### config.mk
export PLATFORM = sky130hd
export DESIGN_NAME = instr_decoder
export DESIGN_NICKNAME = d
export VERILOG_FILES = /design/src/verilog/deco_pkg.sv /design/src/verilog/decode_reg.sv /design/src/verilog/ea_decode.sv /design/src/verilog/instr_decoder.sv /design/src/verilog/opcode_class.sv
export VERILOG_INCLUDE_DIRS = /design/src /design/src/include
export SDC_FILE = /design/constraint.sdc
export NUM_CORES = 1
export LEC_CHECK = 0
export CORE_ASPECT_RATIO = 2
export CORE_MARGIN = 4
export CORE_UTILIZATION = 50
export CTS_BUF_LIST = sky130_fd_sc_hd__clkbuf_8
export CTS_CLUSTER_SIZE = 25
export DETAILED_ROUTE_END_ITERATION = 12
export DONT_BUFFER_PORTS = 1
export PLACE_DENSITY = 0.64
export SYNTH_ARGS = -nofsm -noshare
export SYNTH_HDL_FRONTEND = slang
export SYNTH_HIERARCHICAL = 1
export SYNTH_SLANG_ARGS = --single-unit
### constraint.sdc
create_clock -name clk -period 7 [get_ports clk]
set_input_delay 1.4 -clock clk [delete_from_list [all_inputs] [get_ports clk]]
set_output_delay 1.4 -clock clk [all_outputs]
set_load 0.01 [all_outputs]
### src/include/deco_defines.svh
`ifndef DECO_DEFINES_SVH
`define DECO_DEFINES_SVH

// modrm byte layout
`define MOD_W 2
`define RM_W 3

// mod value for register operands
`define MOD_REG 2'b11

// rm code that means a plain 16-bit address when mod is 00
`define RM_DIRECT 3'b110

// segment codes in es cs ss ds order
`define SEG_DEFAULT 2'b11
`define SEG_STACK 2'b10

`endif

### src/verilog/deco_pkg.sv
`default_nettype none

package deco_pkg;

        typedef enum logic [2:0] {
                cls_alu, cls_mov, cls_inc, cls_dec,
                cls_push, cls_pop, cls_nop, cls_hlt
        } instr_class_t;

        // x86 order as in opcode bits 5:3
        typedef enum logic [2:0] {
                alu_add, alu_or, alu_adc, alu_sbb,
                alu_and, alu_sub, alu_xor, alu_cmp
        } alu_op_t;

        typedef enum logic [2:0] {
                form_none, form_rr, form_rm, form_mr, form_ir, form_im
        } op_form_t;

        typedef enum logic [2:0] {
                gpr_ax, gpr_cx, gpr_dx, gpr_bx, gpr_sp, gpr_bp, gpr_si, gpr_di
        } gpr_t;

        typedef enum logic [3:0] {
                ea_ax, ea_cx, ea_dx, ea_bx, ea_sp, ea_bp, ea_si, ea_di,
                ea_none = 4'b1100
        } ea_reg_t;

        typedef enum logic [1:0] {
                seg_es, seg_cs, seg_ss, seg_ds
        } seg_t;

        typedef struct packed {
                logic valid;
                seg_t seg;
        } seg_ovr_t;

        typedef struct packed {
                ea_reg_t base;
                ea_reg_t index;
                seg_t    seg;
        } ea_t;

        typedef struct packed {
                instr_class_t cls;
                alu_op_t      alu_op;
                op_form_t     form;
                logic         is_word;
                logic         need_modrm;
                logic         need_off;
                logic         off_size;   // 1 = 16-bit displacement
                logic         need_imm;
                logic         imm_size;   // 1 = 16-bit immediate
                gpr_t         src;
                gpr_t         dst;
                ea_t          ea;
        } deco_t;

endpackage

`default_nettype wire

### src/verilog/decode_reg.sv
`timescale 1ns/1ps
`default_nettype none
`include "deco_defines.svh"

module decode_reg
(
        input  wire logic            clk,
        input  wire logic            reset,
        input  wire logic            op_valid,
        input  wire deco_pkg::deco_t fields,
        input  wire deco_pkg::ea_t   ea,
        input  wire logic            need_off_mod,
        input  wire logic            off_size_mod,
        output logic                 dec_valid,
        output deco_pkg::deco_t      dec
);

        import deco_pkg::*;

        logic  use_ea;
        deco_t merged;

        // memory operand present
        assign use_ea = fields.need_modrm && (fields.form != form_rr);

        always_comb
        begin
                merged = fields;
                merged.need_off = use_ea && need_off_mod;
                merged.off_size = use_ea && off_size_mod;
                if (use_ea)
                        merged.ea = ea;
                else
                        merged.ea = '{base: ea_none, index: ea_none, seg: seg_t'(`SEG_DEFAULT)};
        end

        always_ff @(posedge clk)
        begin
                if (reset)
                begin
                        dec_valid <= 1'b0;
                        dec <= '0;
                end
                else
                begin
                        dec_valid <= op_valid;
                        if (op_valid)
                                dec <= merged;   // holds otherwise
                end
        end

        // disp16 only ever comes with a displacement
        off_size_needs_off: assert property (@(posedge clk) disable iff (reset)
                op_valid |-> (!off_size_mod || need_off_mod))
                else $error("decode_reg: disp16 size without displacement");

        // a memory form must bring a modrm byte or the address is lost
        mem_form_needs_modrm: assert property (@(posedge clk) disable iff (reset)
                op_valid && (fields.form == form_rm || fields.form == form_mr
                        || fields.form == form_im) |-> fields.need_modrm)
                else $error("decode_reg: memory operand form without modrm");

endmodule

`default_nettype wire

### src/verilog/ea_decode.sv
`timescale 1ns/1ps
`default_nettype none
`include "deco_defines.svh"

module ea_decode
(
        input  wire logic [`MOD_W-1:0] mod_f,
        input  wire logic [`RM_W-1:0]  rm,
        input  wire deco_pkg::seg_ovr_t sovr,
        output deco_pkg::ea_t           ea,
        output logic                    need_off_mod,
        output logic                    off_size_mod
);

        import deco_pkg::*;

        ea_reg_t base;
        ea_reg_t index;
        logic    mod_reg;
        logic    direct;

        assign mod_reg = (mod_f == `MOD_REG);
        assign direct = (mod_f == 2'b00) && (rm == `RM_DIRECT);

        always_comb
        begin
                case (rm)
                        3'd0, 3'd1, 3'd7: base = ea_bx;
                        3'd2, 3'd3:       base = ea_bp;
                        3'd6:             base = direct ? ea_none : ea_bp;
                        default:          base = ea_none;   // si or di alone
                endcase
        end

        always_comb
        begin
                case (rm)
                        3'd0, 3'd2, 3'd4: index = ea_si;
                        3'd1, 3'd3, 3'd5: index = ea_di;
                        default:          index = ea_none;
                endcase
        end

        assign ea.base = mod_reg ? ea_none : base;
        assign ea.index = mod_reg ? ea_none : index;

        always_comb
        begin
                if (mod_reg)
                        ea.seg = seg_t'(`SEG_DEFAULT);
                else if (sovr.valid)
                        ea.seg = sovr.seg;
                else if (base == ea_bp)
                        ea.seg = seg_t'(`SEG_STACK);   // bp based goes to stack
                else
                        ea.seg = seg_t'(`SEG_DEFAULT);
        end

        assign need_off_mod = (mod_f == 2'b01) || (mod_f == 2'b10) || direct;
        assign off_size_mod = (mod_f == 2'b10) || direct;   // disp16

endmodule

`default_nettype wire

### src/verilog/instr_decoder.sv
`timescale 1ns/1ps
`default_nettype none
`include "deco_defines.svh"

module instr_decoder
(
        input  wire logic               clk,
        input  wire logic               reset,
        input  wire logic               op_valid,
        input  wire logic [7:0]         op,
        input  wire logic [7:0]         modrm,
        input  wire deco_pkg::seg_ovr_t sovr,
        output logic                    dec_valid,
        output deco_pkg::deco_t         dec
);

        import deco_pkg::*;

        logic [`MOD_W-1:0] mod_f;
        logic [`RM_W-1:0]  rm;
        deco_t             fields;
        ea_t               ea;
        logic              need_off_mod;
        logic              off_size_mod;

        assign mod_f = modrm[7:6];
        assign rm = modrm[`RM_W-1:0];

        opcode_class i_opcode_class
        (
                .op     (op),
                .modrm  (modrm),
                .fields (fields)
        );

        ea_decode i_ea_decode
        (
                .mod_f        (mod_f),
                .rm           (rm),
                .sovr         (sovr),
                .ea           (ea),
                .need_off_mod (need_off_mod),
                .off_size_mod (off_size_mod)
        );

        decode_reg i_decode_reg
        (
                .clk          (clk),
                .reset        (reset),
                .op_valid     (op_valid),
                .fields       (fields),
                .ea           (ea),
                .need_off_mod (need_off_mod),
                .off_size_mod (off_size_mod),
                .dec_valid    (dec_valid),
                .dec          (dec)
        );

endmodule

`default_nettype wire

### src/verilog/opcode_class.sv
`timescale 1ns/1ps
`default_nettype none
`include "deco_defines.svh"

module opcode_class
(
        input  wire logic [7:0] op,
        input  wire logic [7:0] modrm,
        output deco_pkg::deco_t fields
);

        import deco_pkg::*;

        logic     mod_reg;
        logic     d;
        gpr_t     reg_g;
        gpr_t     rm_g;
        gpr_t     op_g;
        op_form_t rm_form;
        gpr_t     rm_src;
        gpr_t     rm_dst;

        assign mod_reg = (modrm[7:6] == `MOD_REG);
        assign d = op[1];   // direction bit
        assign reg_g = gpr_t'(modrm[5:3]);
        assign rm_g = gpr_t'(modrm[`RM_W-1:0]);
        assign op_g = gpr_t'(op[2:0]);   // register in opcode

        // shared by alu and mov register/memory forms
        assign rm_form = mod_reg ? form_rr : (d ? form_mr : form_rm);
        assign rm_dst = d ? reg_g : rm_g;
        assign rm_src = d ? rm_g : reg_g;

        always_comb
        begin
                fields = '0;
                fields.cls = cls_hlt;
                fields.alu_op = alu_add;
                fields.form = form_none;
                fields.src = gpr_ax;
                fields.dst = gpr_ax;
                fields.is_word = op[0];
                unique casez (op)
                        8'b00??_?0??:   // alu r/m
                        begin
                                fields.cls = cls_alu;
                                fields.alu_op = alu_op_t'(op[5:3]);
                                fields.form = rm_form;
                                fields.need_modrm = 1'b1;
                                fields.src = rm_src;
                                fields.dst = rm_dst;
                        end
                        8'b00??_?10?:   // alu acc, imm
                        begin
                                fields.cls = cls_alu;
                                fields.alu_op = alu_op_t'(op[5:3]);
                                fields.form = form_ir;
                                fields.need_imm = 1'b1;
                                fields.imm_size = op[0];
                        end
                        8'b1000_00??:   // immediate group
                        begin
                                fields.cls = cls_alu;
                                fields.alu_op = alu_op_t'(modrm[5:3]);
                                fields.form = mod_reg ? form_ir : form_im;
                                fields.need_modrm = 1'b1;
                                fields.need_imm = 1'b1;
                                fields.imm_size = (op[1:0] == 2'b01);   // only 81h
                                fields.dst = rm_g;
                        end
                        8'b1000_10??:   // mov r/m
                        begin
                                fields.cls = cls_mov;
                                fields.form = rm_form;
                                fields.need_modrm = 1'b1;
                                fields.src = rm_src;
                                fields.dst = rm_dst;
                        end
                        8'b0100_0???:
                        begin
                                fields.cls = cls_inc;
                                fields.src = op_g;
                        end
                        8'b0100_1???:
                        begin
                                fields.cls = cls_dec;
                                fields.src = op_g;
                        end
                        8'b0101_0???:
                        begin
                                fields.cls = cls_push;
                                fields.src = op_g;
                        end
                        8'b0101_1???:
                        begin
                                fields.cls = cls_pop;
                                fields.dst = op_g;
                        end
                        8'b1001_0000:
                        begin
                                fields.cls = cls_nop;
                                fields.is_word = 1'b0;
                        end
                        8'b1011_????:   // mov reg, imm
                        begin
                                fields.cls = cls_mov;
                                fields.form = form_ir;
                                fields.is_word = op[3];
                                fields.need_imm = 1'b1;
                                fields.imm_size = op[3];
                                fields.dst = op_g;
                        end
                        default:
                                fields.is_word = 1'b0;   // unknown opcode stays hlt
                endcase
        end

endmodule

`default_nettype wire
Yosys cells after proc, flatten, opt, wreduce, memory -nomap -nowiden
Index checks and enable logic that the tools add are counted.
{ "totals": {"reg_bits": 32, "out_inout_bits": 32} }
{ "op_classes": {"eq_ne": 22, "muxes": 22, "n_reduce_logical": 23} }
{ "op_table": {"columns": ["operator", "n"], "rows": [
  ["case mux 3 bit (7 select lines)", 1],
  ["== test 5 x 4 -> 1 bit (second input constant)", 4],
  ["case mux 3 bit (3 select lines)", 2],
  ["OR reduction 3 bit", 6],
  ["== test 3 bit (second input constant)", 4],
  ["== test 6 bit (second input constant)", 2],
  ["two-way mux 4 bit", 3],
  ["case mux 3 bit (2 select lines)", 2],
  ["case mux 4 bit (3 select lines)", 1],
  ["OR reduction 2 bit", 6],
  ["two-way mux 10 bit", 1],
  ["two-way mux 3 bit", 3],
  ["== test 8 bit (second input constant)", 1],
  ["case mux 4 bit (2 select lines)", 1],
  ["OR reduction 8 bit", 1],
  ["== test 3 x 2 -> 1 bit (second input constant)", 2],
  ["logical NOT 3 bit", 2],
  ["case mux 2 bit (3 select lines)", 1],
  ["== test 2 x 1 -> 1 bit (second input constant)", 2],
  ["== test 2 bit (second input constant)", 2],
  ["== test 4 x 2 -> 1 bit (second input constant)", 1],
  ["== test 4 x 3 -> 1 bit (second input constant)", 1],
  ["== test 4 bit (second input constant)", 1],
  ["logical AND 1 bit", 4],
  ["7 further kinds", 13]
]} }

Depth between registers and ports, before layout
{ "logic_depth": {"ltp_word": 9, "ltp_mapped": 8} }

Hierarchy
The synthesis kept the hierarchy.
{ "modules_own_cells": {"columns": ["mod", "instances", "cells_each", "area_per_inst_um2", "seq_area_each_um2"], "rows": [
  ["decode_reg", 1, 113, 1221.2, 640.6],
  ["opcode_class", 1, 92, 613.1, 0.0],
  ["ea_decode", 1, 27, 171.4, 0.0]
]} }

Least setup slack after synthesis
Ideal clock, no wire load.
{ "synth_path": {"kind": "in2reg", "startpoint": "input op[3]", "endpoint": "register i_decode_reg/dec[2] (netlist name)", "setup_time_ns": 0.116, "arrival_ns": 3.080, "required_ns": 6.884, "setup_slack_ns": 3.804, "stages": 7, "n_path_buf": 2, "cell_sequence": "buf_4 or3b_1 a21o_2 o21ai_0 or3b_4 buf_6 a41o_1"} }
{ "synth_lines": {"columns": ["item", "line_no", "rtl"], "rows": [
  ["from (decl)", "instr_decoder.sv:10", "input wire logic [7:0] op,"]
]} }

==> flow_summary.yaml <==
outcome:
  status: "completed"
worst_setup_path:
  cp_slowest_cell: "or3b_4"
  crit_required_ns: 7.16
  r2r_cells: 2
  end_kind: "register"
  cp-startpoint: "op[6]"
  r2r-end: "i_decode_reg/dec[19]$_SDFFE_PP0P_"
  worstSetupPathType: "in2reg"
  crit_chain: "or2_4, nor4_4, nand2_1, o21ai_0, or3b_4, a41o_2"
  slowest_delay_ns: 0.51
  cp-start-kind: "input port"
  r2r_slack_ns: 6.18
  r2r-start: "i_decode_reg/dec[19]$_SDFFE_PP0P_"
  path_max_fanout: 13
  cp_data_arrival_time_ns: 3.12
detailed_routing:
  drtIter0Drc: 33
  vias: 1554
  wl_per_cell_um: 17.4
  viasPerCell: 6.02
  drt.antenna.violating_nets: 0
  wirelength_um: 4490
  drc_errors: 0
  drt_pass1_iterations: 4
grt:
  grt_usage: 0.193
  grt_start_max_net_pins: 34
  grt_pass1_wl_um: 7070
  first_global_vias: 1486
  grt_antenna_before_repair: 0
  grt-ovfl-total: 0
sta:
  fin_skew_ns: 0
  max_slew_margin: 0.583
  period_share: 0.423
  setup_violations: 0
  worst_pin_slew_ns: 0.622
  rsz0062_at_grt: "no"
  slew_violations: 0
  fin_crit_ns: 2.96
  fin_setup_tns_ns: 0
  final-hold-violation-count: 0
  fmax_mhz: 338
logic_synthesis:
  synth_area_um2: 1910
  synth.yosys.warnings: 6
  syn_nets: 244
  avgSynthCellArea_um2: 8.73
  netlist_instances: 219
clock_tree:
  cts_tree: "yes"
  cts.sink_count: 32
  cts-htree-levels: 2
  root_buffer: "clkbuf_8"
  numCtsBuffers: 5
  clk_pin_slew_ns: 0.06
  insertion_delay_ns: 0.27
  ctsResizeCount: 0
  ctsHoldBuffers: 0
  clk_path_buf_depth: 2
  post-cts-setup-buffers: 0
place:
  place.gp.congestion: 0.806
  place_inst: 251
  dp_hpwl_um: 3400
  port_buffers: 0
floorplanning:
  die_y_um: 95.5
  die_w_um: 51.7
  initial_core_util: 0.524
  dieArea_um2: 4940
  core_um2: 3650
  std_cell_rows: 31
  io_pins: 54
layout:
  nets: 234
  area_delta_synth_final_pct: 2.22
  n_antenna_cell: 0
  stdcell_count: 258
  drive_gt1_frac: 0.124
  final_util: 0.536
flow_run:
  maxCapViolCount: 0
hold_path:
  hold_start: "i_decode_reg/dec[8]$_SDFFE_PP0P_"
  holdPathEnd: "i_decode_reg/dec[8]$_SDFFE_PP0P_"
  worstHoldPathCells: 2
  hold_class: "reg2reg"
power_and_ir_drop:
  p_leak_uw: 0.000861
  irDropWorstVdd_uv: 111
  powerDensity_nw_per_um2: 188
==> flip-flops by register name, indices dropped and copies added, names as in the netlist <==
name,count
i_decode_reg/dec,31
i_decode_reg/dec_valid,1
==> layout make-up <==
| cell class | count | area, um2 |
|---|---|---|
| tap | 49 | 61.3 |
| multi-input combinational | 158 | 1130 |
| inverter | 12 | 45.0 |
| sequential | 32 | 641 |
| clock inverter | 2 | 8.76 |
| fill | 394 | 1690 |
| clock buffer | 5 | 68.8 |
==> worst max-delay path by stage <==
stage | end | slack [ns]
2_1_floorplan | i_decode_reg/dec[2]$_SDFFE_PP0P_ | 3.80
5_1_grt | i_decode_reg/dec[19]$_SDFFE_PP0P_ | 3.94
3_5_place_dp | i_decode_reg/dec[19]$_SDFFE_PP0P_ | 3.75
6_report | i_decode_reg/dec[19]$_SDFFE_PP0P_ | 4.04
3_3_place_gp | i_decode_reg/dec[18]$_SDFFE_PP0P_ | 3.81
4_1_cts | i_decode_reg/dec[19]$_SDFFE_PP0P_ | 4.04
==> through the flow <==
| stage | setup slack [ns] | cell area [um2] | total power (uW) | hold WS (ns) |
|---|---|---|---|---|
| 2_1_floorplan | 3.80 | 1910 | 250 | 0.531 |
| 3_3_place_gp | 3.81 | 1880 | 244 | 0.541 |
| 3_5_place_dp | 3.75 | 1880 | 246 | 0.550 |
| 4_1_cts | 4.04 | 1950 | 373 | 0.558 |
| 5_1_grt | 3.94 | 1950 | 385 | 0.582 |
| 6_report | 4.04 | 1950 | 367 | 0.552 |
==> layer usage <==
layer  track usage  vias up  wire [um]
li1              -      756          -
met2         0.356       58       2540
met3        0.0548        8        382
met5             0        -          0
met4         0.101        0        115
met1         0.186      732       1450
==> layout by cell type (no fill, tap or decap), drive strengths merged, types with 2 or more instances in the layout <==
cell type and n:
nand2 13, mux2i 24, nand2b 6, a41o 6, a22oi 2, nor4 2, o21ai 13, dfxtp 32
o21bai 4, and2 2, a311oi 6, nor3b 8, or2 2, a21o 4, inv 13, nor3 2
clkbuf 5, ha 3, nor2b 3, nor2 28, or3b 3, a22o 3, a32oi 2, a21oi 9
==> worst max-delay path, delay by kind of cell <==
kind / cells / cell delay (ns)
compound gates: 2 / 0.41
simple gates: 4 / 1.32
==> report_power, final <==
part	internal [uW]	switching, uW
combinational	22.6	20.0
clock	65.9	60.6
sequential	190	8.51
Power figures use the tool's default switching activity.
